`config.mk`:
```
export PLATFORM = sky130hd
export DESIGN_NAME = instr_sequencer
export DESIGN_NICKNAME = d
export VERILOG_FILES = /design/src/cfu_store_pkg.sv /design/src/instr_sequencer.sv
export SDC_FILE = /design/constraint.sdc
export NUM_CORES = 1
export LEC_CHECK = 0
export BUFFER_PORTS_ARGS = -buffer_cell sky130_fd_sc_hd__buf_2
export CAP_MARGIN = 20
export CORE_ASPECT_RATIO = 1.4
export CORE_MARGIN = 2
export CORE_UTILIZATION = 28
export CTS_CLUSTER_SIZE = 16
export DETAILED_ROUTE_END_ITERATION = 7
export PLACE_DENSITY = 0.53
export REMOVE_ABC_BUFFERS = 1
export SLEW_MARGIN = 5
export SYNTH_ARGS = -nofsm -noshare
export SYNTH_HDL_FRONTEND = slang
export SYNTH_SLANG_ARGS = --single-unit
```
`constraint.sdc`:
```
create_clock -name clk -period 2.1 [get_ports clk]
set_input_delay 0.42 -clock clk [delete_from_list [all_inputs] [get_ports clk]]
set_output_delay 0.42 -clock clk [all_outputs]
set_load 0.005 [all_outputs]
```
`src/cfu_store_pkg.sv`:
```
// instruction store types
`default_nettype none

package cfu_store_pkg;

  //////////////////////////////////////////////////
  // instruction memory geometry
  //////////////////////////////////////////////////

  // 512 locations max, one 32-bit instruction each
  localparam int INSTR_AWIDTH = 9;
  localparam int INSTR_DWIDTH = 32;

  typedef logic [INSTR_AWIDTH-1:0] instr_addr_t;
  typedef logic [INSTR_DWIDTH-1:0] instr_word_t;

  // inclusive program window walked by the sequencer
  typedef struct packed {
    instr_addr_t start_addr;
    instr_addr_t end_addr;
  } prog_range_t;

  // one micro-instruction beat, tagged with its store address
  typedef struct packed {
    instr_addr_t addr;
    instr_word_t word;
  } exec_beat_t;

endpackage

`default_nettype wire

```
`src/instr_sequencer.sv`:
```
// instruction fetch sequencer
`timescale 1ns/1ps
`default_nettype none

module instr_sequencer
  import cfu_store_pkg::*;
(
  input  logic        clk,
  input  logic        seq_resetn,
  input  logic        run,
  input  prog_range_t range,
  // instruction ram port b
  output instr_addr_t b_addr,
  input  instr_word_t b_rdata,
  // micro-instruction stream
  output logic        exec_valid,
  output exec_beat_t  exec_beat,
  output logic        finished
);

  typedef enum logic [1:0] {
    idle,
    fetch,
    drain
  } seq_state_e;

  seq_state_e  state_q;
  instr_addr_t last_addr_q;
  // read issued last cycle, word on b_rdata now
  logic        rd_valid_q;
  instr_addr_t rd_addr_q;

  //////////////////////////////////////////////////
  // fetch FSM
  //////////////////////////////////////////////////

  always_ff @(posedge clk) begin
    if (!seq_resetn) begin
      state_q    <= idle;
      rd_valid_q <= 1'b0;
      exec_valid <= 1'b0;
      finished   <= 1'b0;
    end else begin
      rd_valid_q <= (state_q == fetch);
      exec_valid <= rd_valid_q;
      finished   <= 1'b0;
      case (state_q)
        idle: begin
          if (run) begin
            state_q <= fetch;
          end
        end
        // one address per cycle up to the last one
        fetch: begin
          if (b_addr == last_addr_q) begin
            state_q <= drain;
          end
        end
        // pipeline empty once the final beat is on the output
        drain: begin
          if (exec_valid && !rd_valid_q) begin
            finished <= 1'b1;
            state_q  <= idle;
          end
        end
        default: state_q <= idle;
      endcase
    end
  end

  //////////////////////////////////////////////////
  // address and beat datapath
  //////////////////////////////////////////////////

  always_ff @(posedge clk) begin
    if (state_q == idle && run) begin
      b_addr <= range.start_addr;
      // reversed range collapses to the start address
      if (range.end_addr < range.start_addr) begin
        last_addr_q <= range.start_addr;
      end else begin
        last_addr_q <= range.end_addr;
      end
    end else if (state_q == fetch && b_addr != last_addr_q) begin
      b_addr <= b_addr + 1'b1;
    end
    // address follows its word through the ram latency
    rd_addr_q <= b_addr;
    exec_beat.addr <= rd_addr_q;
    exec_beat.word <= b_rdata;
  end

endmodule

`default_nettype wire

```
==> results of run 1 <==
## layout make-up
cell class / instances / area (um2)
Fill cell: 791 / 4740
Tap cell: 102 / 128
Multi-Input combinational cell: 85 / 663
Sequential cell: 73 / 1640
Timing Repair Buffer: 123 / 663
Clock buffer: 12 / 258
Clock inverter: 2 / 13.8
Inverter: 12 / 45.0
## layer usage
| layer | track usage [%] | up-vias | wire length, um |
|---|---|---|---|
| met5 | 0 | - | 0 |
| met4 | 5.76 | 0 | 80 |
| met3 | 4.98 | 6 | 613 |
| met2 | 18.6 | 85 | 2390 |
| met1 | 11.0 | 740 | 1870 |
| li1 | - | 854 | - |
## cell usage in the layout (no fill, tap or decap), types with 2 or more instances in the layout
| master | instances |
|---|---|
| edfxtp_1 | 18 |
| ha_1 | 9 |
| xnor2_1 | 13 |
| and2_1 | 2 |
| nand2_1 | 8 |
| mux2_2 | 10 |
| xor2_1 | 3 |
| buf_4 | 19 |
| o21ai_0 | 6 |
| nand4_1 | 4 |
| buf_2 | 104 |
| clkbuf_16 | 10 |
| clkbuf_1 | 2 |
| a21o_1 | 3 |
| inv_1 | 12 |
| nand3_1 | 5 |
| nor2_1 | 7 |
| nand2b_1 | 3 |
| dfxtp_1 | 55 |
| a21oi_1 | 3 |
## per-stage QoR
step	util (%)	area (um2)
4_1_cts	41.9	3410
5_1_grt	41.9	3410
6_report	41.9	3410
2_1_floorplan	-	2350
3_3_place_gp	38.5	3140
3_5_place_dp	38.5	3140
## registers in the layout, summed over array words and instances (netlist names)
signal,flops
exec_beat,41
exec_valid,1
b_addr,9
state_q,2
finished,1
last_addr_q,9
rd_addr_q,9
rd_valid_q,1
## kinds of logic (layout without fill, tap and decap cells)
| family | Yosys count | count (layout) |
|---|---|---|
| DFF | 73 | 73 |
| and+or+nand+nor | 33 | 33 |
| buffers and inverters | 13 | 149 |
| adders and majority gates | 9 | 9 |
| AOI/OAI and AO/OA | 16 | 16 |
| muxes | 11 | 11 |
| xor gates and xnor gates | 16 | 16 |
## worst paths after layout
check / cells past startpoint / slack (ps) / startpoint / end
worst max-delay path: 7 / 270 / range[15] / last_addr_q[6]
worst min-delay path: 1 / 200 / b_rdata[0] / exec_beat[0]
worst max register to register: 4 / 290 / b_addr[6] / b_addr[2]
worst min register to register: 0 / 320 / rd_addr_q[0] / exec_beat[32]
## critical path, stage by stage
cell and delay [ps]:
buf_2 110, inv_1 40, ha_1 280, and4_1 190, nand3_1 120, o221ai_4 350, mux2_2 380
## power by group
part / internal, mW / total, mW / switching [mW] / leakage, nW
Clock: 0.857 / 1.37 / 0.511 / 0.134
Combinational: 0.249 / 0.469 / 0.219 / 0.815
Sequential: 1.60 / 1.64 / 0.0453 / 0.640
Total: 2.71 / 3.48 / 0.776 / 1.59
==> impl_metrics.ini, run 1 <==
[pwr]
power_leakage_nw = 1.59
p_total_mw = 3.48
vdd_drop_max_mv = 0.525
p_per_area_nw_per_um2 = 1020

[floorplanning]
chipWidth_um = 81.5
initial_core_util_pct = 28.9
io_pins = 105
core_area_um2 = 8150
rows = 39
dieArea_um2 = 9170
die-height_um = 113

[sta]
timing.slew.headroom_pct = 51.0
rsz0062_at_grt = no
setup_viol = 0
setup_tns_ps = 0
final.min_clock_period_ps = 1830
slew_violations = 0
timing.final.ws_setup_ps = 269
whs_ps = 197
hold_viol = 0
max_freq_mhz = 546
fin_worst_skew_ps = 7.01
min_period_over_period_pct = 87.2
tightest_slew_ps = 732

[logic_synthesis]
yosys.area_share.simple_pct = 7.23
synth_compound_area_share_pct = 4.99
yosysMostFrequentCell = dfxtp_1
synth_top_family_by_area = simple AND/OR/NAND/NOR gates
syn_inst = 171
ys_seq_area_share_pct = 69.7
synth_edf_count = 18
postSynthAreaPerCell_um2 = 13.8
synth_mux_area_share_pct = 5.21
async_reset_ff_share_pct = 0
synth_top_cell_area_share_pct = 46.8
synth_top_cells_by_count = 55 x dfxtp_1, 18 x edfxtp_1, 13 x xnor2_1
ys.warnings.count = 0
synth_ff_type = dfxtp_1
synth_area_leaders = dfxtp_1 47%, edfxtp_1 23%, xnor2_1 4.8%
ys_types = 26
ys_ff_latch = 73
synth_xor_area_share_pct = 5.95
synth_area_um2 = 2350
synth_largest_area_cell = dfxtp_1
synthAdderAreaFrac_pct = 4.78

[placed_design]
place.gp.congestion = 0.736
port-buffer-count = 104
place_ws_ps = -101
dpl.hpwl_mm = 3.93
dp_cells = 395

[run]
drv_cap = 0

[critical_path]
cp-start-kind = input pin
cp_max_fo = 9
required_ps = 2170
critical_path_class = input pin to flip-flop
cp_data_arrival_time_ps = 1910
cp-end-kind = flip-flop

[clocking]
cts_setup_buffers = 0
cts_tree = built
numCtsBuffers = 9
post_cts_resized = 0
clkTransAtPathRegs_ps = 60
clock_latency_ps = 320
cts_root_buf = clkbuf_16
cts.path.max_buffers = 2
htreeDepth = 3
cts_sinks = 73
hold_buffers = 0

[finish]
stdcell_count = 409
fin_nets = 366
syn2layout_area_growth_pct = 44.9
drive_gt1_share_pct = 47.9
diodes = 0

[detailed_routing]
ant_nets = 0
dr.pass1.iters = 4
drt_iter0_drc = 26
routedWlPerCell_um = 12.1
wl_mm = 4.96
num_vias = 1685
routed_via_density = 4.12
drcViolationCount = 0

[global_routing]
grt_max_degree = 17
overflow = 0
grt_pass1_wl_mm = 7.30
gr-usage-all-layers_pct = 11.0
antenna_found_initial = 0
grt_pass1_vias = 1570

[worst_hold_path]
hold_class = input pin to flip-flop

[outcome]
status = completed
Note: power is estimated with default switching activity, not from simulation.
==> run 2: changes to the inputs <==
Settings changed: CTS_BUF_LIST set to sky130_fd_sc_hd__clkbuf_16.
==> run 2 against run 1 <==
  * Sequential share of layout area unchanged
  * Setup slack better by 1.6 ps
  * Maximum frequency about the same
  * Register-to-register slack about the same
  * Die area unchanged
  * Design area unchanged
  * Sequential power about the same
  * Total power down 0.20%
  * Final cell count unchanged
  * Clock skew about the same
  * Sequential cell count unchanged
  * Highest routed layer unchanged
==> impl_metrics.ini, run 2 (synthesized netlist as in run 1, its figures left out) <==
[outcome]
status = completed

[sta]
setup_tns_ps = 0
timing.final.ws_setup_ps = 271
final.min_clock_period_ps = 1830
max_freq_mhz = 547
hold_viol = 0
setup_viol = 0
tightest_slew_ps = 732
rsz0062_at_grt = no
fin_worst_skew_ps = 7.19
min_period_over_period_pct = 87.1
whs_ps = 196
timing.slew.headroom_pct = 51.0
slew_violations = 0

[detailed_routing]
drt_iter0_drc = 28
routed_via_density = 4.13
drcViolationCount = 0
met1Wirelength_mm = 1.87
dr.pass1.iters = 4
top_layer = met4
wl_met3_um = 614
ant_nets = 0
wl_mm = 4.96
num_vias = 1690
routedWlPerCell_um = 12.1
routed-wl-met2_mm = 2.37

[clocking]
cts_setup_buffers = 0
hold_buffers = 0
cts_root_buf = clkbuf_16
clock_latency_ps = 320
post_cts_resized = 0
cts_sinks = 73
cts.path.max_buffers = 2
htreeDepth = 3
clkTransAtPathRegs_ps = 60
cts_tree = built
numCtsBuffers = 9

[floorplanning]
core_area_um2 = 8150
dieArea_um2 = 9170
chipWidth_um = 81.5
initial_core_util_pct = 28.9
rows = 39
io_pins = 105
die-height_um = 113

[critical_path]
cp-start-kind = input pin
cp_data_arrival_time_ps = 1910
critical_path_class = input pin to flip-flop
cp_max_fo = 9
cp-end-kind = flip-flop
r2r_slack_ps = 290
required_ps = 2180

[placed_design]
place_area_um2 = 3140
dpl.hpwl_mm = 3.93
port-buffer-count = 104
place_ws_ps = -101
place.gp.congestion = 0.736
dp_cells = 395

[finish]
layout_commonest_cell = buf_2
stdcell_count = 409
stdcell_area_um2 = 3410
top_register = exec_beat
final_cell_mix = 104 x buf_2, 55 x dfxtp_1, 19 x buf_4
drive_gt1_share_pct = 47.9
diodes = 0
largest_reg_flops = 41
post-route-util_pct = 41.9
syn2layout_area_growth_pct = 44.9
fin_nets = 366

[pwr]
p_total_mw = 3.47
vdd_drop_max_mv = 0.525
p_per_area_nw_per_um2 = 1020
power_leakage_nw = 1.60

[run]
drv_cap = 0

[global_routing]
grt_pass1_vias = 1570
grt_max_degree = 17
overflow = 0
gr-usage-all-layers_pct = 11.0
antenna_found_initial = 0
grt_pass1_wl_mm = 7.30

[worst_hold_path]
hold_class = input pin to flip-flop
## run 2: cell types whose count changed in the layout (fill, tap and decap cells not counted), sizes merged
cell,previous run,this run
clkbuf,12,10
inv,12,14
## run 2: report_power, final
part           internal [mW]  switching (mW)  leakage, nW  total, mW
sequential              1.60          0.0452        0.640       1.64
combinational          0.249           0.219        0.815      0.469
clock                  0.847           0.514        0.142       1.36
## run 2: final timing paths
check	from	endpoint	depth (start not counted)
worst max-delay path	range[15]	last_addr_q[6]	7
worst min-delay path	b_rdata[0]	exec_beat[0]	1
worst max register to register	b_addr[6]	b_addr[2]	4
worst min register to register	rd_addr_q[0]	exec_beat[32]	0
## run 2: area by class of cell
class	instances	area (um2)
Clock inverter	4	21.3
Sequential cell	73	1640
Tap cell	102	128
Inverter	12	45.0
Clock buffer	10	250
Multi-Input combinational cell	85	663
Fill cell	791	4740
Timing Repair Buffer	123	663
## run 2: layer usage
metal	up-vias	track usage, %
met3	9	4.98
met1	740	11.0
met4	0	5.76
met5	-	0
met2	87	18.6
li1	854	-
## run 2: worst max-delay path, cell delays in order
cell and delay [ps]:
buf_2 110, inv_1 40, ha_1 280, and4_1 190, nand3_1 120, o221ai_4 350, mux2_2 380
