File: src/cfu_store_pkg.sv
// instruction store types
`default_nettype none

package cfu_store_pkg;

  //////////////////////////////////////////////////
  // instruction memory geometry
  //////////////////////////////////////////////////

  // 512 locations max, one 32-bit instruction each
  localparam int INSTR_AWIDTH = 9;
  localparam int INSTR_DWIDTH = 32;

  typedef logic [INSTR_AWIDTH-1:0] instr_addr_t;
  typedef logic [INSTR_DWIDTH-1:0] instr_word_t;

  // inclusive program window walked by the sequencer
  typedef struct packed {
    instr_addr_t start_addr;
    instr_addr_t end_addr;
  } prog_range_t;

  // one micro-instruction beat, tagged with its store address
  typedef struct packed {
    instr_addr_t addr;
    instr_word_t word;
  } exec_beat_t;

endpackage

`default_nettype wire

File: src/cfu_cmd_pkg.sv
// custom function unit command encoding
`default_nettype none

package cfu_cmd_pkg;

  // exec_req_t carries a program range
  import cfu_store_pkg::*;

  //////////////////////////////////////////////////
  // opcodes and sub-ops
  //////////////////////////////////////////////////

  // low 3 bits of the function id
  typedef enum logic [2:0] {
    op_byte_sum    = 3'd0,
    op_write_instr = 3'd3,
    op_read_instr  = 3'd4,
    op_exec        = 3'd7
  } cfu_op_e;

  // funct7 field when op is op_exec
  typedef enum logic [6:0] {
    exec_start     = 7'd0,
    exec_check     = 7'd1,
    exec_set_range = 7'd2
  } exec_sub_e;

  // funct7 under op_byte_sum that asks for the soft reset
  localparam logic [6:0] SOFT_RESET_SUB = 7'd1;

  // acknowledge word for commands with nothing to return
  localparam logic [31:0] RSP_ACK = 32'hffff_ffff;

  // accepted command, 74 bits
  typedef struct packed {
    logic [6:0]  funct7;
    cfu_op_e     op;
    logic [31:0] in0;
    logic [31:0] in1;
  } cfu_cmd_t;

  typedef enum logic [1:0] {
    idle,
    reply,
    wait_ram
  } rsp_state_e;

  // one-cycle strobes toward the control block
  typedef struct packed {
    logic        start;
    logic        set_range;
    logic        soft_reset_set;
    logic        cmd_taken;
    prog_range_t range;
  } exec_req_t;

endpackage

`default_nettype wire

File: src/cfu_exec_regs.sv
// execution control registers
`timescale 1ns/1ps
`default_nettype none

module cfu_exec_regs
  import cfu_cmd_pkg::*;
  import cfu_store_pkg::*;
(
  input  logic        clk,
  input  logic        resetn,
  input  exec_req_t   exec_req,
  input  logic        finished,
  output logic        done,
  output logic        run,
  output logic        seq_resetn,
  output prog_range_t range
);

  logic soft_hold_q;
  logic busy_q;
  logic done_q;
  logic start_ok;

  // a start during an active run is dropped
  assign start_ok = exec_req.start & ~busy_q;

  //////////////////////////////////////////////////
  // soft reset level
  //////////////////////////////////////////////////

  // held until the next command that is not a soft reset
  always_ff @(posedge clk) begin
    if (!resetn) begin
      soft_hold_q <= 1'b0;
    end else if (exec_req.soft_reset_set) begin
      soft_hold_q <= 1'b1;
    end else if (exec_req.cmd_taken) begin
      soft_hold_q <= 1'b0;
    end
  end

  // sequencer sees both the port reset and the soft reset
  assign seq_resetn = resetn & ~soft_hold_q;

  //////////////////////////////////////////////////
  // program range and run control
  //////////////////////////////////////////////////

  always_ff @(posedge clk) begin
    if (!resetn) begin
      range <= '0;
    end else if (exec_req.set_range) begin
      range <= exec_req.range;
    end
  end

  // run is a single pulse, busy spans start to finished
  always_ff @(posedge clk) begin
    if (!resetn) begin
      run    <= 1'b0;
      busy_q <= 1'b0;
    end else begin
      run <= start_ok;
      if (exec_req.soft_reset_set) begin
        busy_q <= 1'b0;
      end else if (start_ok) begin
        busy_q <= 1'b1;
      end else if (finished) begin
        busy_q <= 1'b0;
      end
    end
  end

  // sticky done, a fresh start or a soft reset clears it
  always_ff @(posedge clk) begin
    if (!resetn) begin
      done_q <= 1'b0;
    end else if (exec_req.soft_reset_set || start_ok) begin
      done_q <= 1'b0;
    end else if (finished) begin
      done_q <= 1'b1;
    end
  end

  // finished shows through so a check right after the last beat sees it
  assign done = done_q | finished;

endmodule

`default_nettype wire

File: config.mk
export PLATFORM = sky130hd
export DESIGN_NAME = cfu_exec_regs
export DESIGN_NICKNAME = d
export VERILOG_FILES = /design/src/cfu_store_pkg.sv /design/src/cfu_cmd_pkg.sv /design/src/cfu_exec_regs.sv
export SDC_FILE = /design/constraint.sdc
export NUM_CORES = 1
export LEC_CHECK = 0
export BUFFER_PORTS_ARGS = -buffer_cell sky130_fd_sc_hd__buf_4
export CAP_MARGIN = 15
export CORE_MARGIN = 5
export CORE_UTILIZATION = 41
export DETAILED_ROUTE_END_ITERATION = 16
export PLACE_DENSITY = 0.76
export SLEW_MARGIN = 20
export SYNTH_ARGS = -nofsm -noshare
export SYNTH_HDL_FRONTEND = slang
export SYNTH_SLANG_ARGS = --single-unit
File: constraint.sdc
create_clock -name clk -period 1.1 [get_ports clk]
set_clock_uncertainty 0.1 [all_clocks]
set_input_delay 0.055 -clock clk [delete_from_list [all_inputs] [get_ports clk]]
set_output_delay 0.055 -clock clk [all_outputs]
set_load 0.03 [all_outputs]
==> out/metrics.cfg, run 1 <==
[grt]
overflow = 0
grt_pass1_wl_um = 3150
grt_pass1_vias = 708
grt_antenna_before_repair = 0
grt_max_degree = 19
grtUsageTotal = 0.147

[setup_path]
critPathRequiredTime_ns = 0.94
cp.arrival_ns = 0.98
worstSetupStartpointType = flop
cp_max_fo = 2
cp-startpoint = done_q$_SDFFE_PP0P_
critPathCaptureType = output port
worstReg2RegStart = done_q$_SDFFE_PP0P_
worstSetupPathType = reg2out

[clock_tree]
root_buffer = clkbuf_4
postCtsSetupBuffers = 0
clock_sinks = 22
clock_latency_ns = 0.29
clk_pin_slew_ns = 0.11
ctsHtreeMaxLevel = 1
cts_tree = built
cts_buffers = 3
clk_path_buf_depth = 2

[synth]
synth_xor_area_frac = 0
synthAdderAreaFrac = 0
synth_simple_gate_area_frac = 0.145
syn-instance-count = 73
avgSynthCellArea_um2 = 10.9
synth_edf_count = 0
ys_warn_count = 0
muxShareOfSynthArea = 0.227
synth_top_family_by_area = multiplexers
synth_area_um2 = 793
synth_top_area_frac = 0.555
synth_compound_area_frac = 0.0158
synth-main-ff-cell = dfxtp_1
ys_types = 13
synth_top_area_cell = dfxtp_1
yosysMostFrequentCell = dfxtp_1
syn_nets = 98
async_flop_share = 0
synth_seq_cells = 22
synthTopCellsByCount = dfxtp_1, nor2_1, mux2i_1
synth.area.top_cells = dfxtp_1, mux2i_1, nor2_1
seq_area_frac_synth = 0.555

[timing]
finalSetupViolCount = 1
worst_hold_slack_ns = 0.0261
fin_tns_setup_ns = -0.0353
slew_headroom = 0.806
final-hold-violation-count = 0
final_max_slew_viol_count = 0
period_share = 1.03
fmax_mhz = 881
rsz0062_at_grt = true
period_minus_slack_ns = 1.14
setup_ws_ns = -0.0353
worst_pin_slew_ns = 0.292

[placement]
dpl_cell_area_mm2 = 0.00114
hpwl_um = 1380
place.gp.congestion = 0.619
dp_slack_ns = 0.135
portBuffers = 45
dp.cells = 143

[detailed_routing]
drc_errors = 0
ant_nets = 0
drt-vias-per-instance = 4.16
vias = 715
firstDrtPassIters = 4
drtIter0Drc = 3
drt-total-wl_um = 2060
routedWlPerCell_um = 12.0

[floorplan]
die_width_um = 54.0
initial_core_util = 0.417
die-area_mm2 = 0.00291
core_area_mm2 = 0.00190
io_pins = 46
row_count = 16
die_h_um = 54.0

[final_layout]
drive_above_1_share = 0.372
n_fill_cell = 136
finalNonFillerCells = 172
fin_area_mm2 = 0.00144
diodes = 0
area_growth_pct = 80.9
fin_nets = 171

[worst_hold_path]
hold_class = in2reg
min_from = finished

[run_status]
status = finished, violations left
failed_checks = setup timing

[pwr]
leakagePower_uw = 0.000716
power_density_mw_per_mm2 = 1200
irDropWorstVdd_v = 0.000916

[flow_run]
maxCapViolCount = 0

## layer usage
| metal | track usage | vias up | part of all wire | wire length [µm] |
|---|---|---|---|---|
| li1 | - | 381 | - | - |
| met2 | 0.282 | 21 | 0.54 | 1110 |
| met1 | 0.165 | 311 | 0.40 | 814 |
| met4 | 0.0498 | 0 | 0.0092 | 19 |
| met5 | 0 | - | 0 | 0 |
| met3 | 0.0139 | 2 | 0.055 | 114 |
## per-stage QoR
step / total power, µW / util
finish: 1720 / 0.755
global route: 1790 / 0.755
CTS: 1730 / 0.753
detailed placement: 1220 / 0.599
global placement: 1210 / 0.599
floorplan: 1080 / -
## state kept, by name, indices dropped and copies added, names as in the netlist
signal       flops
busy_q           1
run              1
done_q           1
range           18
soft_hold_q      1
## what timing repair did
item	in CTS	in global routing
hold buffers	25	0
endpoints found under the setup margin	1	2
pin swaps	1	0
gates resized for setup	2	2
hold endpoints to repair	21	0
## cell families after synthesis
logic type	count (synthesis)
muxes	18
and+or+nand+nor	26
AOI/OAI and AO/OA	2
buffers and inverters	5
DFF	22
## cell usage in the layout (no fill, tap or decap)
master and instances:
o21a_1 1, inv_1 1, nor2_1 19, buf_4 46, buf_6 1, dlygate4sd3_1 25, mux2i_1 18, dfxtp_1 21
clkbuf_8 1, a21oi_1 1, nor2_2 1, clkbuf_4 3, nand2b_1 3, nor2b_1 1, dfxtp_2 1, and3b_1 1
or2_4 1
## layout make-up
| class | instances | area [µm²] | area share |
|---|---|---|---|
| multi-input cells | 46 | 313 | 0.218 |
| repair buffers | 72 | 607 | 0.423 |
| clock buffers | 4 | 36.3 | 0.0253 |
| well taps | 27 | 33.8 | 0.0235 |
| inverters | 1 | 3.75 | 0.00262 |
| flip-flops and latches | 22 | 442 | 0.308 |
## critical path, stage by stage, from the launching register on
cell	delay, ns
dfxtp_1	0.32
or2_4	0.23
buf_6	0.14
## report_power, final
group          total (µW)  switching [µW]  internal, µW
sequential            865            21.6           844
combinational         416             194           222
clock                 439             237           202
total                1720             453          1270
## final timing paths
check,to,slack (ns),cells past startpoint
setup / recovery,done,-0.04,2
hold / removal,done_q$_SDFFE_PP0P_,0.03,3
hold reg to reg,busy_q$_SDFFE_PP0P_,0.38,2
setup reg to reg,done_q$_SDFFE_PP0P_,0.19,2
Note: power is estimated with default switching activity, not from simulation.
==> run 2: changes to the inputs <==
- BUFFER_PORTS_ARGS: -buffer_cell sky130_fd_sc_hd__buf_4 -> -buffer_cell sky130_fd_sc_hd__buf_2
==> out/metrics.cfg, run 2 (synthesized netlist as in run 1, its figures left out) <==
[grt]
grtUsageTotal = 0.149  ; was 0.147
overflow = 0  ; unchanged
grt_pass1_vias = 724  ; was 708
grt_pass1_wl_um = 3170  ; was 3150 µm
grt_antenna_before_repair = 0  ; unchanged
grt_max_degree = 20  ; was 19

[clock_tree]
cts_tree = built  ; unchanged
clock_latency_ns = 0.29  ; about the same
postCtsSetupBuffers = 0  ; unchanged
clk_path_buf_depth = 2  ; unchanged
clock_sinks = 22  ; unchanged
cts_buffers = 3  ; unchanged
ctsHtreeMaxLevel = 1  ; unchanged
clk_pin_slew_ns = 0.11  ; about the same
root_buffer = clkbuf_4  ; unchanged

[pwr]
p_comb_frac = 0.221  ; was 0.242
switchingPower_uw = 433  ; was 453 µW
p_total_uw = 1650  ; was 1720 µW
power_density_mw_per_mm2 = 1260  ; was 1200 mW/mm²
irDropWorstVdd_v = 0.000861  ; was 0.000916 V
swShare = 0.262  ; was 0.264
leakagePower_uw = 0.000687  ; was 0.000716 µW
seqPwrFrac = 0.523  ; was 0.503
pwr-share-clk = 0.256  ; was 0.255
p_int_uw = 1220  ; was 1270 µW

[run_status]
status = finished, violations left  ; unchanged
failed_checks = setup timing  ; unchanged

[detailed_routing]
ant_nets = 0  ; unchanged
routedWlPerCell_um = 12.1  ; was 12.0 µm
drtIter0Drc = 3  ; unchanged
drt-vias-per-instance = 4.25  ; was 4.16
vias = 723  ; was 715
drc_errors = 0  ; unchanged
drt-total-wl_um = 2050  ; was 2060 µm
firstDrtPassIters = 2  ; was 4

[timing]
final-hold-violation-count = 0  ; unchanged
period_minus_slack_ns = 1.13  ; was 1.14 ns
finalSetupViolCount = 1  ; unchanged
worst_pin_slew_ns = 0.164  ; was 0.292 ns
period_share = 1.03  ; about the same
rsz0062_at_grt = true  ; unchanged
fin_tns_setup_ns = -0.0287  ; was -0.0353 ns
setup_ws_ns = -0.0287  ; was -0.0353 ns
fmax_mhz = 886  ; was 881 MHz
final_max_slew_viol_count = 0  ; unchanged
slew_headroom = 0.887  ; was 0.806

[worst_hold_path]
hold_class = in2reg  ; unchanged

[final_layout]
final_cell_mix = buf_2, dlygate4sd3_1, dfxtp_1  ; was buf_4, dlygate4sd3_1, dfxtp_1
largest_reg_flops = 18  ; unchanged
fin_nets = 169  ; was 171
largest-register = range  ; unchanged
mostFrequentLayoutCell = buf_2  ; was buf_4
diodes = 0  ; unchanged
area_growth_pct = 65.9  ; was 80.9%
drive_above_1_share = 0.364  ; was 0.372

[placement]
place.gp.congestion = 0.614  ; was 0.619
dp_slack_ns = 0.150  ; was 0.135 ns
hpwl_um = 1310  ; was 1380 µm
portBuffers = 45  ; unchanged

[setup_path]
cp.arrival_ns = 0.97  ; was 0.98 ns
cp_max_fo = 2  ; unchanged
critPathRequiredTime_ns = 0.94  ; about the same
critPathCaptureType = output port  ; unchanged
worstSetupStartpointType = flop  ; unchanged
worstSetupPathType = reg2out  ; unchanged

[floorplan]
die-area_mm2 = 0.00291  ; unchanged
io_pins = 46  ; unchanged
die_h_um = 54.0  ; unchanged
initial_core_util = 0.417  ; unchanged
die_width_um = 54.0  ; unchanged
core_area_mm2 = 0.00190  ; unchanged
row_count = 16  ; unchanged

[flow_run]
maxCapViolCount = 0  ; unchanged

==> run 2: worst max-delay path: stages, from the launching register on <==
cell and delay (ns):
dfxtp_1 0.32, or2_4 0.23, buf_6 0.14
==> run 2: repair_timing <==
item / in CTS / in global routing
hold buffers: 23 / 0
endpoints found under the setup margin: 1 / 2
pin swaps: 1 / 0
cloned: 0 / 0
resized for setup: 3 / 1
hold endpoints to repair: 21 / 0
==> run 2: power by group through the flow <==
stage	registers, µW	logic [µW]	clock network (µW)
final	864	366	423
after global routing	870	393	461
after CTS	864	364	429
after detailed placement	881	296	0
after global placement	878	289	0
after floorplan	962	113	0
==> run 2: metal layers <==
metal / routed length (µm) / vias up / track usage
li1: - / 378 / -
met1: 756 / 324 / 0.152
met2: 1190 / 19 / 0.308
met3: 89 / 2 / 0.0111
met4: 19 / 0 / 0.0498
met5: 0 / - / 0
==> run 2: through the flow <==
stage / instances / hold WS [ns] / area [µm²] / utilization
2_1_floorplan: 73 / 0.0725 / 793 / -
3_3_place_gp: 143 / 0.174 / 1040 / 0.546
3_5_place_dp: 143 / 0.184 / 1040 / 0.546
4_1_cts: 170 / 0.0252 / 1310 / 0.691
5_1_grt: 170 / 0.0448 / 1320 / 0.692
6_report: 170 / 0.0365 / 1320 / 0.692
==> run 2: cell type report <==
cell class,instances,area (µm²)
timing repair buffer,70,492
clock buffer,4,36.3
fill,153,586
multi-input combinational,46,310
sequential,22,440
inverter,1,3.75
tap,27,33.8
==> run 2: final timing paths <==
kind / startpoint / to / slack [ns] / cells past startpoint
max: done_q$_SDFFE_PP0P_ / done / -0.03 / 2
max reg2reg: done_q$_SDFFE_PP0P_ / done_q$_SDFFE_PP0P_ / 0.19 / 2
min reg2reg: busy_q$_SDFFE_PP0P_ / busy_q$_SDFFE_PP0P_ / 0.40 / 2
min: finished / done_q$_SDFFE_PP0P_ / 0.04 / 3
