**src/cfu_store_pkg.sv**
```systemverilog
// instruction store types
`default_nettype none

package cfu_store_pkg;

  //////////////////////////////////////////////////
  // instruction memory geometry
  //////////////////////////////////////////////////

  // 512 locations max, one 32-bit instruction each
  localparam int INSTR_AWIDTH = 9;
  localparam int INSTR_DWIDTH = 32;

  typedef logic [INSTR_AWIDTH-1:0] instr_addr_t;
  typedef logic [INSTR_DWIDTH-1:0] instr_word_t;

  // inclusive program window walked by the sequencer
  typedef struct packed {
    instr_addr_t start_addr;
    instr_addr_t end_addr;
  } prog_range_t;

  // one micro-instruction beat, tagged with its store address
  typedef struct packed {
    instr_addr_t addr;
    instr_word_t word;
  } exec_beat_t;

endpackage

`default_nettype wire

```
**src/cfu_cmd_pkg.sv**
```systemverilog
// custom function unit command encoding
`default_nettype none

package cfu_cmd_pkg;

  // exec_req_t carries a program range
  import cfu_store_pkg::*;

  //////////////////////////////////////////////////
  // opcodes and sub-ops
  //////////////////////////////////////////////////

  // low 3 bits of the function id
  typedef enum logic [2:0] {
    op_byte_sum    = 3'd0,
    op_write_instr = 3'd3,
    op_read_instr  = 3'd4,
    op_exec        = 3'd7
  } cfu_op_e;

  // funct7 field when op is op_exec
  typedef enum logic [6:0] {
    exec_start     = 7'd0,
    exec_check     = 7'd1,
    exec_set_range = 7'd2
  } exec_sub_e;

  // funct7 under op_byte_sum that asks for the soft reset
  localparam logic [6:0] SOFT_RESET_SUB = 7'd1;

  // acknowledge word for commands with nothing to return
  localparam logic [31:0] RSP_ACK = 32'hffff_ffff;

  // accepted command, 74 bits
  typedef struct packed {
    logic [6:0]  funct7;
    cfu_op_e     op;
    logic [31:0] in0;
    logic [31:0] in1;
  } cfu_cmd_t;

  typedef enum logic [1:0] {
    idle,
    reply,
    wait_ram
  } rsp_state_e;

  // one-cycle strobes toward the control block
  typedef struct packed {
    logic        start;
    logic        set_range;
    logic        soft_reset_set;
    logic        cmd_taken;
    prog_range_t range;
  } exec_req_t;

endpackage

`default_nettype wire

```
**src/cfu_cmd_fsm.sv**
```systemverilog
// command decode and response FSM
`timescale 1ns/1ps
`default_nettype none

module cfu_cmd_fsm
  import cfu_cmd_pkg::*;
  import cfu_store_pkg::*;
(
  input  logic        clk,
  input  logic        resetn,
  // host command side
  input  logic        cmd_valid,
  output logic        cmd_ready,
  input  logic [9:0]  cmd_function_id,
  input  logic [31:0] cmd_inputs_0,
  input  logic [31:0] cmd_inputs_1,
  // host response side, no back-pressure
  output logic        rsp_valid,
  output logic [31:0] rsp_outputs_0,
  // instruction ram port a
  output instr_addr_t ram_addr,
  output logic        ram_we,
  output instr_word_t ram_wdata,
  input  instr_word_t ram_rdata,
  // control block
  output exec_req_t   exec_req,
  input  logic        done
);

  rsp_state_e  state_q;
  cfu_cmd_t    cmd_q;
  logic        cmd_take;
  // high in the cycle right after a command is taken
  logic        taken_q;
  logic [8:0]  byte_sum;
  logic [31:0] rsp_word;
  exec_sub_e   sub_op;

  // ready whenever no command is in flight
  assign cmd_ready = (state_q == idle);
  assign cmd_take  = cmd_valid & cmd_ready;

  //////////////////////////////////////////////////
  // command capture
  //////////////////////////////////////////////////

  // payload, loaded only on a taken command
  always_ff @(posedge clk) begin
    if (cmd_take) begin
      cmd_q.funct7 <= cmd_function_id[9:3];
      cmd_q.op     <= cfu_op_e'(cmd_function_id[2:0]);
      cmd_q.in0    <= cmd_inputs_0;
      cmd_q.in1    <= cmd_inputs_1;
    end
  end

  assign sub_op = exec_sub_e'(cmd_q.funct7);

  //////////////////////////////////////////////////
  // response sequencing
  //////////////////////////////////////////////////

  // ram reads take the extra wait_ram step, all else replies next cycle
  always_ff @(posedge clk) begin
    if (!resetn) begin
      state_q   <= idle;
      taken_q   <= 1'b0;
      rsp_valid <= 1'b0;
    end else begin
      taken_q   <= cmd_take;
      rsp_valid <= 1'b0;
      case (state_q)
        idle: begin
          if (cmd_take) begin
            if (cmd_function_id[2:0] == op_read_instr) begin
              state_q <= wait_ram;
            end else begin
              state_q <= reply;
            end
          end
        end
        // ram samples the address at the end of this cycle
        wait_ram: state_q <= reply;
        reply: begin
          rsp_valid <= 1'b1;
          state_q   <= idle;
        end
        default: state_q <= idle;
      endcase
    end
  end

  // response word held until the next reply
  always_ff @(posedge clk) begin
    if (state_q == reply) begin
      rsp_outputs_0 <= rsp_word;
    end
  end

  assign byte_sum = {1'b0, cmd_q.in0[7:0]} + {1'b0, cmd_q.in1[7:0]};

  // result select, dropped ops answer zero
  always_comb begin
    rsp_word = '0;
    case (cmd_q.op)
      op_byte_sum:    rsp_word = {23'd0, byte_sum};
      op_write_instr: rsp_word = RSP_ACK;
      op_read_instr:  rsp_word = ram_rdata;
      op_exec: begin
        case (sub_op)
          exec_start:     rsp_word = RSP_ACK;
          exec_set_range: rsp_word = RSP_ACK;
          exec_check:     rsp_word = {31'd0, done};
          default:        rsp_word = '0;
        endcase
      end
      default: rsp_word = '0;
    endcase
  end

  //////////////////////////////////////////////////
  // side effects, one cycle after the command
  //////////////////////////////////////////////////

  // cpu port of the store, in0 is the address and in1 the data
  assign ram_addr  = cmd_q.in0[INSTR_AWIDTH-1:0];
  assign ram_wdata = cmd_q.in1;
  assign ram_we    = taken_q & (cmd_q.op == op_write_instr);

  // strobes for the control block
  always_comb begin
    exec_req.cmd_taken      = taken_q;
    exec_req.start          = taken_q & (cmd_q.op == op_exec) & (sub_op == exec_start);
    exec_req.set_range      = taken_q & (cmd_q.op == op_exec) & (sub_op == exec_set_range);
    exec_req.soft_reset_set = taken_q & (cmd_q.op == op_byte_sum)
                              & (cmd_q.funct7 == SOFT_RESET_SUB);
    // range: start in in0, end in in1
    exec_req.range.start_addr = cmd_q.in0[INSTR_AWIDTH-1:0];
    exec_req.range.end_addr   = cmd_q.in1[INSTR_AWIDTH-1:0];
  end

endmodule

`default_nettype wire

```
**config.mk**
```make
export PLATFORM = sky130hd
export DESIGN_NAME = cfu_cmd_fsm
export DESIGN_NICKNAME = d
export VERILOG_FILES = /design/src/cfu_store_pkg.sv /design/src/cfu_cmd_pkg.sv /design/src/cfu_cmd_fsm.sv
export SDC_FILE = /design/constraint.sdc
export NUM_CORES = 1
export LEC_CHECK = 0
export BUFFER_PORTS_ARGS = -buffer_cell sky130_fd_sc_hd__buf_2
export CAP_MARGIN = 20
export CELL_PAD_IN_SITES_DETAIL_PLACEMENT = 2
export CELL_PAD_IN_SITES_GLOBAL_PLACEMENT = 2
export CORE_MARGIN = 2
export CORE_UTILIZATION = 31
export CTS_BUF_LIST = sky130_fd_sc_hd__clkbuf_4 sky130_fd_sc_hd__clkbuf_8
export DETAILED_ROUTE_END_ITERATION = 10
export GPL_ROUTABILITY_DRIVEN = 0
export PLACE_DENSITY = 0.95
export SLEW_MARGIN = 10
export SYNTH_ARGS = -nofsm -noshare
export SYNTH_HDL_FRONTEND = slang
export SYNTH_SLANG_ARGS = --single-unit
export TNS_END_PERCENT = 100
```
**constraint.sdc**
```tcl
create_clock -name clk -period 3.25 [get_ports clk]
set_input_delay 0.65 -clock clk [delete_from_list [all_inputs] [get_ports clk]]
set_output_delay 0.65 -clock clk [all_outputs]
set_load 0.01 [all_outputs]
```
==> key figures, run 1 <==
Status
  • Status: complete, no violations

Clock network
  • Clock buffer depth: 2
  • CTS H-tree lvls: 3
  • CTS root buf: clkbuf_8
  • TritonCTS clock tree: built
  • Post-CTS Resized: 0
  • Hold Buf Count CTS: 0
  • Clk slew on worst S/H paths: 80 ps
  • Clock Sinks: 87
  • Cts bufs inserted: 9
  • Clock latency on the worst-skew pair: 360 ps
  • Post-CTS Setup Repair Bufs: 0

Setup path
  • CP Capture Type: output pin
  • Register-to-Register Path Depth: 6
  • Critical path's top delay family: simple AND/OR/NAND/NOR gates
  • Reg-to-reg startpoint: ram_wdata[0]$_DFFE_PP_
  • Worst path depth: 4
  • Worst R2R Setup Slack: 880 ps
  • Slowest CP cell: or4_4
  • Critical path peak fanout: 3
  • Crit-path max cell delay: 590 ps
  • Worst Path Buf+Inv: 1
  • Crit path cell chain: or4_4 > nor3_1 > nor4bb_1 > buf_2
  • Crit path DAT: 2070 ps
  • Worst setup path category: flop to output pin
  • Worst EP required: 2600 ps
  • FF-to-FF End: rsp_outputs_0[6]$_DFFE_PP_
  • Crit path launch type: flop

Cells and area
  • Most common cell after layout, fill and taps aside: buf_2
  • Share of cells above drive strength 1: 54.7%
  • Most frequent cells in the layout: buf_2 (184), edfxtp_1 (83), a21o_1 (20)
  • Nets: 505
  • # diodes: 0
  • Fillcell total: 1239
  • Area Growth Syn to Fin: 22.7%

Synthesis
  • Yosys reg bits: 87
  • Simple-gate area share of the yosys netlist: 5.46%
  • Adder-cell share of the synthesized area: 3.12%
  • Library cells used by synthesis: 39
  • Synth Area per Inst: 15.1 um2
  • Post-synthesis mux area share: 0%
  • Synth top area share: 64.8%
  • Asr flop ratio synth: 0%
  • Cell Area, Synth: 3850 um2
  • Most common flop cell mapped by yosys: edfxtp_1
  • Post-synthesis sequential area ratio: 66.9%
  • Synth Net Count: 373
  • Synth top area cells: edfxtp_1 (65%), buf_4 (12%), a21o_1 (3.9%)
  • EDFF count, synth: 83
  • Synth warnings: 0
  • Post-synth top area cell: edfxtp_1
  • Largest family of logic cells by synthesized area: buffers and inverters
  • Xor and xnor area share after synthesis: 0.911%
  • Area fraction in compound gates after synthesis: 10.2%
  • Cells after Synth: 254

Pwr
  • Leakage: 2.12 nW
  • Peak VDD IR: 0.000289 V
  • PwrDens: 517 nW/um2

Floorplanning
  • Die W: 115 um
  • Num rows: 40
  • Die area: 13300 um2
  • Io pins: 208
  • Core box area: 12100 um2
  • Starting Density: 31.9%
  • Die height: 115 um

STA
  • RSZ-0062 raised after global routing: no
  • Accumulated negative setup slack: 0 ps
  • Max-slew violations: 0
  • Period minus WS final: 2720 ps
  • Final WS setup: 527 ps
  • Clock skew: 9.27 ps
  • Fin crit share: 83.8%
  • Max Freq: 0.367 GHz
  • Final setup violation count: 0
  • Worst slew pin tran: 917 ps
  • Final Hold Fails: 0
  • Slew HR: 38.8%

Global route
  • Largest net degree at the start of global routing: 47
  • Tot GR Track Use: 14.9%
  • First-pass GRT wire length: 14600 um
  • Initial antenna violation count: 0
  • Total gr overflow: 0
  • Vias in the first global route: 2773

Job
  • Max_cap viols: 0

Routing
  • Final WL: 9750 um
  • DRC: 0
  • DRT Pass-1 Iters: 4
  • Vias per cell: 4.42
  • Via count: 2472
  • Average wire per standard cell: 17.4 um
  • Starting DRT DRC Count: 110
  • Antenna Nets Post-Route: 0

Hold path
  • Worst Hold Launch: cmd_inputs_0[2]
  • Worst hold stages: 1
  • Hold/Removal Path Class: input port to flop
  • Worst Hold End: exec_req[11]$_DFFE_PP_

Place
  • PortBufs: 184
  • HPWL Detailed: 7510 um
  • Pre-CTS setup slack: 877 ps
power breakdown:
| part | switching (mW) | total (mW) | internal (mW) |
|---|---|---|---|
| clock network | 0.372 | 0.793 | 0.421 |
| logic | 0.172 | 0.308 | 0.136 |
| registers | 0.0319 | 1.34 | 1.31 |
state kept, by name (all words and copies together), names as in the netlist:
register / flops
sub_op: 7
state_q: 2
cmd_q: 3
taken_q: 1
exec_req: 9
ram_wdata: 32
rsp_valid: 1
rsp_outputs_0: 32
Yosys cell counts, types with 2 or more instances:
cell type	count
dfxtp_1	4
ha_1	8
nor3_1	4
a21o_1	20
buf_4	60
a221o_1	4
xor2_1	3
nand3b_1	4
o21ai_0	3
clkbuf_1	3
a21o_2	3
nand3_1	6
nor2b_1	4
and2_1	2
inv_1	3
nor2_1	2
a21oi_1	9
nor3b_1	4
buf_6	4
nand2_1	3
edfxtp_1	83
worst max path at each step:
stage / start / to / slack (ps)
after CTS: sub_op[3]$_DFFE_PP_ / exec_req[21] / 510
after detailed placement: ram_wdata[0]$_DFFE_PP_ / rsp_outputs_0[6]$_DFFE_PP_ / 880
after global routing: sub_op[3]$_DFFE_PP_ / exec_req[21] / 390
after floorplan: cmd_valid / cmd_q[64]$_DFFE_PP_ / 970
after global placement: ram_wdata[0]$_DFFE_PP_ / rsp_outputs_0[6]$_DFFE_PP_ / 930
final: sub_op[3]$_DFFE_PP_ / exec_req[21] / 530
layer usage:
layer / GRT usage (%) / wire [um] / vias to the layer above
met5: 0 / 0 / -
met4: 6.91 / 181 / 0
met3: 4.80 / 856 / 13
met2: 25.9 / 4830 / 133
met1: 16.5 / 3880 / 1175
li1: - / - / 1151
per-stage QoR:
| step | util (%) | instance area, um2 | cells | power, mW | hold slack [ps] |
|---|---|---|---|---|---|
| final | 39.1 | 4720 | 559 | 2.44 | 463 |
| after floorplan | - | 3850 | 254 | 1.57 | 414 |
| after detailed placement | 37.4 | 4520 | 543 | 1.68 | 484 |
| after CTS | 39.1 | 4720 | 559 | 2.48 | 435 |
| after global routing | 39.1 | 4720 | 559 | 2.56 | 431 |
| after global placement | 37.4 | 4520 | 543 | 1.66 | 435 |
layout make-up:
class	count	area, um2	area share, %
inverter	3	11.3	0.239
sequential	87	2570	54.5
clock buffer	15	175	3.71
multi-input combinational	97	771	16.3
timing repair buffer	188	951	20.1
tap	168	210	4.45
clock inverter	1	30.0	0.636
kinds of logic (layout without fill, tap and decap cells):
| group | Yosys count | in the layout |
|---|---|---|
| flops | 87 | 87 |
| buf+inv | 70 | 207 |
| compound gates | 50 | 50 |
| simple gates | 34 | 34 |
| fa+ha+maj | 9 | 9 |
| xor+xnor | 4 | 4 |
Power figures use the tool's default switching activity.
==> run 2, diff against run 1 <==
--- a/config.mk
+++ b/config.mk
@@ -5,16 +5,17 @@
 export SDC_FILE = /design/constraint.sdc
 export NUM_CORES = 1
 export LEC_CHECK = 0
+export ABC_AREA = 1
 export BUFFER_PORTS_ARGS = -buffer_cell sky130_fd_sc_hd__buf_2
 export CAP_MARGIN = 20
 export CELL_PAD_IN_SITES_DETAIL_PLACEMENT = 2
 export CELL_PAD_IN_SITES_GLOBAL_PLACEMENT = 2
 export CORE_MARGIN = 2
-export CORE_UTILIZATION = 31
+export CORE_UTILIZATION = 25
 export CTS_BUF_LIST = sky130_fd_sc_hd__clkbuf_4 sky130_fd_sc_hd__clkbuf_8
 export DETAILED_ROUTE_END_ITERATION = 10
 export GPL_ROUTABILITY_DRIVEN = 0
-export PLACE_DENSITY = 0.95
+export PLACE_DENSITY = 0.88
 export SLEW_MARGIN = 10
 export SYNTH_ARGS = -nofsm -noshare
 export SYNTH_HDL_FRONTEND = slang
==> constraint.sdc (replaced) <==
create_clock -name clk -period 2.5 [get_ports clk]
set_input_delay 0.5 -clock clk [delete_from_list [all_inputs] [get_ports clk]]
set_output_delay 0.5 -clock clk [all_outputs]
set_load 0.01 [all_outputs]
==> key figures, run 2 <==
STA
  • Worst slew pin tran: 901 ps
  • Final WS setup: 282 ps
  • Period minus WS final: 2220 ps
  • Slew HR: 39.8%
  • Accumulated negative setup slack: 0 ps
  • Final setup violation count: 0
  • Final hold slack: 295 ps
  • RSZ-0062 raised after global routing: no
  • Max Freq: 0.451 GHz
  • Fin crit share: 88.7%
  • Max-slew violations: 0
  • Clock skew: 11.3 ps
  • Final Hold Fails: 0

Clock network
  • TritonCTS clock tree: built
  • Cts bufs inserted: 9
  • CTS root buf: clkbuf_8
  • Post-CTS Setup Repair Bufs: 0
  • Hold Buf Count CTS: 0
  • Clock latency on the worst-skew pair: 370 ps
  • Clock Sinks: 87
  • CTS H-tree lvls: 3
  • Clk slew on worst S/H paths: 100 ps
  • Clock buffer depth: 2
  • Post-CTS Resized: 0

Routing
  • DRC: 0
  • DRT Pass-1 Iters: 4
  • Starting DRT DRC Count: 116
  • Average wire per standard cell: 15.6 um
  • Antenna Nets Post-Route: 0
  • Vias per cell: 4.11
  • Final WL: 10500 um
  • Via count: 2767

Hold path
  • Worst hold stages: 1
  • Worst Hold Launch: cmd_inputs_1[11]
  • Worst Hold End: ram_wdata[11]$_DFFE_PP_
  • Hold/Removal Path Class: input port to flop

Setup path
  • Worst R2R Setup Slack: 510 ps
  • Register-to-Register Path Depth: 8
  • Worst setup path category: flop to output pin
  • Crit path cell chain: inv_1 > nand2_1 > nor3_1 > nand2_1 > nor3_1 > buf_2
  • Worst EP required: 2000 ps
  • Crit path launch type: flop
  • Slowest CP cell: edfxtp_1
  • CP Capture Type: output pin
  • Crit-path max cell delay: 380 ps
  • Crit path DAT: 1720 ps
  • FF-to-FF End: rsp_outputs_0[8]$_DFFE_PP_
  • Critical path peak fanout: 3
  • Reg-to-reg startpoint: ram_wdata[0]$_DFFE_PP_

Synthesis
  • Synth top area share: 63.2%
  • Post-synth top cells: edfxtp_1 (83), nand2_1 (71), buf_4 (60)
  • EDFF count, synth: 83
  • Library cells used by synthesis: 27
  • Synth Area per Inst: 12.1 um2
  • Count leader, synth: edfxtp_1
  • Synth Net Count: 444
  • Cell Area, Synth: 3940 um2
  • Cells after Synth: 325
  • Post-synthesis sequential area ratio: 65.2%
  • Most common flop cell mapped by yosys: edfxtp_1
  • Synth top area cells: edfxtp_1 (63%), buf_4 (11%), nand2_1 (6.8%)
  • Yosys reg bits: 87
  • Asr flop ratio synth: 0%
  • Post-synth top area cell: edfxtp_1
  • Synth warnings: 0

Global route
  • First-pass GRT wire length: 16200 um
  • Tot GR Track Use: 12.8%
  • Total gr overflow: 0
  • Vias in the first global route: 3129
  • Largest net degree at the start of global routing: 52
  • Initial antenna violation count: 0

Floorplanning
  • Starting Density: 25.7%
  • Die W: 130 um
  • Core box area: 15300 um2
  • Die area: 16800 um2
  • Num rows: 45
  • Io pins: 208
  • Die height: 130 um

Pwr
  • Peak VDD IR: 0.000281 V
  • PwrDens: 654 nW/um2
  • Tot Pwr: 3.18 mW
  • Leakage: 2.21 nW

Cells and area
  • # diodes: 0
  • Nets: 576
  • Area Growth Syn to Fin: 23.3%
  • Fillcell total: 1716
  • Most common cell after layout, fill and taps aside: buf_2
  • Share of cells above drive strength 1: 48.1%
  • Most frequent cells in the layout: buf_2 (184), edfxtp_1 (83), nand2_1 (71)

Place
  • PortBufs: 184
  • HPWL Detailed: 8340 um
  • Pre-CTS setup slack: 508 ps

Job
  • Max_cap viols: 0

Status
  • Status: complete, no violations
-- run 2: cell types whose count changed in the layout (fill, tap and decap cells not counted), moves of 4 or more --
cell,change
nand3_1,+11
nor2_1,+10
nand2_1,+68
nand2_2,+11
inv_1,+15
inv_6,+4
a21o_1,-18
clkbuf_4,-5
a221o_1,-4
-- run 2: how the worst max path moves through the flow --
stage | start | to | slack [ps] | cells after the start
final | sub_op[3]$_DFFE_PP_ | exec_req[19] | 280 | 6
after detailed placement | ram_wdata[0]$_DFFE_PP_ | rsp_outputs_0[8]$_DFFE_PP_ | 510 | 8
after CTS | sub_op[3]$_DFFE_PP_ | exec_req[19] | 180 | 6
after global placement | ram_wdata[0]$_DFFE_PP_ | rsp_outputs_0[8]$_DFFE_PP_ | 580 | 8
after global routing | sub_op[3]$_DFFE_PP_ | exec_req[19] | 70 | 6
after floorplan | state_q[1]$_SDFFE_PN0P_ | cmd_q[64]$_DFFE_PP_ | 110 | 3
-- run 2: routing by layer --
| layer | wire length [um] | up-vias | track usage, % |
|---|---|---|---|
| li1 | - | 1301 | - |
| met1 | 3790 | 1346 | 12.9 |
| met2 | 5860 | 107 | 24.4 |
| met3 | 699 | 13 | 4.17 |
| met4 | 144 | 0 | 4.55 |
| met5 | 0 | - | 0 |
-- run 2: area by class of cell --
type	count	area, um2	share of cell area (%)
Tap cell	211	264	5.43
Clock buffer	9	124	2.55
Inverter	20	80.1	1.65
Sequential cell	87	2570	52.9
Clock inverter	7	77.6	1.60
Multi-Input combinational cell	153	808	16.6
Timing Repair Buffer	186	936	19.2
-- run 2: power by group --
part	total, mW	internal, mW	switching [mW]
sequential	1.74	1.70	0.0384
clock	1.02	0.476	0.545
combinational	0.414	0.165	0.249
-- run 2: cells by family (layout without fill, tap and decap cells) --
group,after synthesis,after routing,synth area share (%)
flops,87,87,65.2
simple gates,131,131,15.3
compound gates,13,13,1.78
buf+inv,85,222,14.6
fa+ha+maj,9,9,3.05
-- run 2: critical path, delay by kind of cell, from the launching register on --
family,cells,cell delay [ps]
simple gates,4,710
flops,1,380
buf+inv,2,260
-- run 2: per-stage QoR --
stage / cells / utilization (%) / area, um2
CTS: 673 / 31.7 / 4860
floorplan: 325 / - / 3950
global route: 673 / 31.7 / 4860
detailed placement: 657 / 30.4 / 4660
finish: 673 / 31.7 / 4860
global placement: 657 / 30.4 / 4660
==> run 3, diff against run 2 <==
==> constraint.sdc (replaced) <==
create_clock -name clk -period 2.5 [get_ports clk]
set_input_delay 0.25 -clock clk [delete_from_list [all_inputs] [get_ports clk]]
set_output_delay 0.25 -clock clk [all_outputs]
set_load 0.01 [all_outputs]
==> key figures, run 3 (synthesis gave the netlist of run 2 again) <==
Floorplanning
  • Starting Density: 25.7%
  • Num rows: 45
  • Die W: 130 um
  • Io pins: 208
  • Die height: 130 um
  • Core box area: 15300 um2
  • Die area: 16800 um2

Place
  • HPWL Detailed: 8420 um
  • Pre-CTS setup slack: 564 ps
  • Post-Place Cells: 657
  • PortBufs: 184
  • Post-place instance area: 4660 um2

Job
  • Max_cap viols: 0

Setup path
  • Crit path cell chain: ha_1 > fa_1 > nand2_1 > nand2_1 > nand3_1 > nor2_1 > o21ai_0 > nand2_1
  • Worst Path Buf+Inv: 0
  • Critical path's top delay family: adder cells
  • Reg-to-reg startpoint: ram_wdata[0]$_DFFE_PP_
  • Crit path from: ram_wdata[0]$_DFFE_PP_
  • Critical path peak fanout: 3
  • CP Capture Type: flop
  • Most used cell along the critical path: nand2_1
  • Worst R2R Setup Slack: 580 ps
  • Worst EP required: 2620 ps
  • Worst setup path category: flop to flop
  • Crit path launch type: flop
  • Crit-path max cell delay: 420 ps
  • Crit path DAT: 2050 ps
  • Slowest CP cell: edfxtp_1

Clock network
  • Clock buffer depth: 2
  • CTS root buf: clkbuf_8
  • CTS H-tree lvls: 3
  • Cts bufs inserted: 9
  • Post-CTS Setup Repair Bufs: 0
  • Hold Buf Count CTS: 0
  • Clk slew on worst S/H paths: 90 ps
  • TritonCTS clock tree: built
  • Post-CTS Resized: 0
  • Clock latency on the worst-skew pair: 360 ps
  • Clock Sinks: 87

Pwr
  • Peak VDD IR: 0.000346 V
  • PwrDens: 631 nW/um2
  • Leakage: 2.19 nW

Routing
  • Met2 routed wirelength: 5770 um
  • Highest routed metal layer: met4
  • Final WL: 10500 um
  • Via count: 2772
  • WL met1: 3940 um
  • Starting DRT DRC Count: 118
  • Antenna Nets Post-Route: 0
  • DRC: 0
  • Met3 Wirelength: 668 um
  • DRT Pass-1 Iters: 4
  • Vias per cell: 4.12
  • Average wire per standard cell: 15.6 um

STA
  • Fin crit share: 77.0%
  • Period minus WS final: 1920 ps
  • Final setup violation count: 0
  • Max-slew violations: 0
  • Worst slew pin tran: 917 ps
  • Slew HR: 38.7%
  • Clock skew: 8.81 ps
  • RSZ-0062 raised after global routing: no
  • Max Freq: 0.520 GHz
  • Final WS setup: 576 ps
  • Accumulated negative setup slack: 0 ps
  • Final Hold Fails: 0

Cells and area
  • Nets: 576
  • Non-Filler Instances: 673
  • Most frequent cells in the layout: buf_2 (184), edfxtp_1 (83), nand2_1 (71)
  • Share of cells above drive strength 1: 47.6%
  • # diodes: 0
  • Area Growth Syn to Fin: 22.5%
  • Fin util: 31.5%
  • Most common cell after layout, fill and taps aside: buf_2
  • Cell area after layout: 4830 um2

Hold path
  • Worst Hold Launch: cmd_inputs_1[24]
  • Hold/Removal Path Class: input port to flop

Global route
  • Total gr overflow: 0
  • Largest net degree at the start of global routing: 52
  • First-pass GRT wire length: 16000 um
  • Initial antenna violation count: 0
  • Vias in the first global route: 3093
  • Tot GR Track Use: 12.7%

Status
  • Status: complete, no violations
-- run 3: cell count changes in the layout (fill, tap and decap cells not counted), sizes merged --
cell      delta
clkinv       +2
inv          -2
bufinv       -1
clkinvlp     +1
-- run 3: power breakdown --
part | internal [mW] | switching [mW] | total, mW
registers | 1.70 | 0.0391 | 1.74
logic | 0.165 | 0.249 | 0.414
clock network | 0.361 | 0.527 | 0.888
total | 2.23 | 0.815 | 3.05
-- run 3: layout make-up --
cell class / instances / area [um2]
Tap cell: 211 / 264
Inverter: 20 / 80.1
Clock buffer: 9 / 124
Timing Repair Buffer: 186 / 936
Clock inverter: 7 / 46.3
Fill cell: 1711 / 10500
Multi-Input combinational cell: 153 / 808
Sequential cell: 87 / 2570
-- run 3: worst reg2reg max path: stages, from the launching register on --
cell,delay [ps]
edfxtp_1,420
ha_1,270
fa_1,410
nand2_1,100
nand2_1,90
nand3_1,120
nor2_1,60
o21ai_0,140
nand2_1,70
-- run 3: metal layers --
| metal | vias up | global-route usage (%) |
|---|---|---|
| met2 | 109 | 24.0 |
| li1 | 1298 | - |
| met4 | 0 | 4.17 |
| met3 | 8 | 3.92 |
| met5 | - | 0 |
| met1 | 1357 | 13.2 |
-- run 3: worst paths after layout --
check	end	cells after the start
worst max-delay path	rsp_outputs_0[8]$_DFFE_PP_	8
worst min-delay path	ram_wdata[24]$_DFFE_PP_	1
worst max register to register	rsp_outputs_0[8]$_DFFE_PP_	8
worst min register to register	state_q[0]$_SDFFE_PN0P_	1
-- run 3: per-stage QoR --
| step | total power, mW | hold WS (ps) |
|---|---|---|
| final | 3.05 | 53.4 |
| after global routing | 3.20 | 12.8 |
| after CTS | 3.11 | 17.6 |
| after detailed placement | 2.20 | 428 |
| after global placement | 2.17 | 426 |
| after floorplan | 2.05 | 349 |
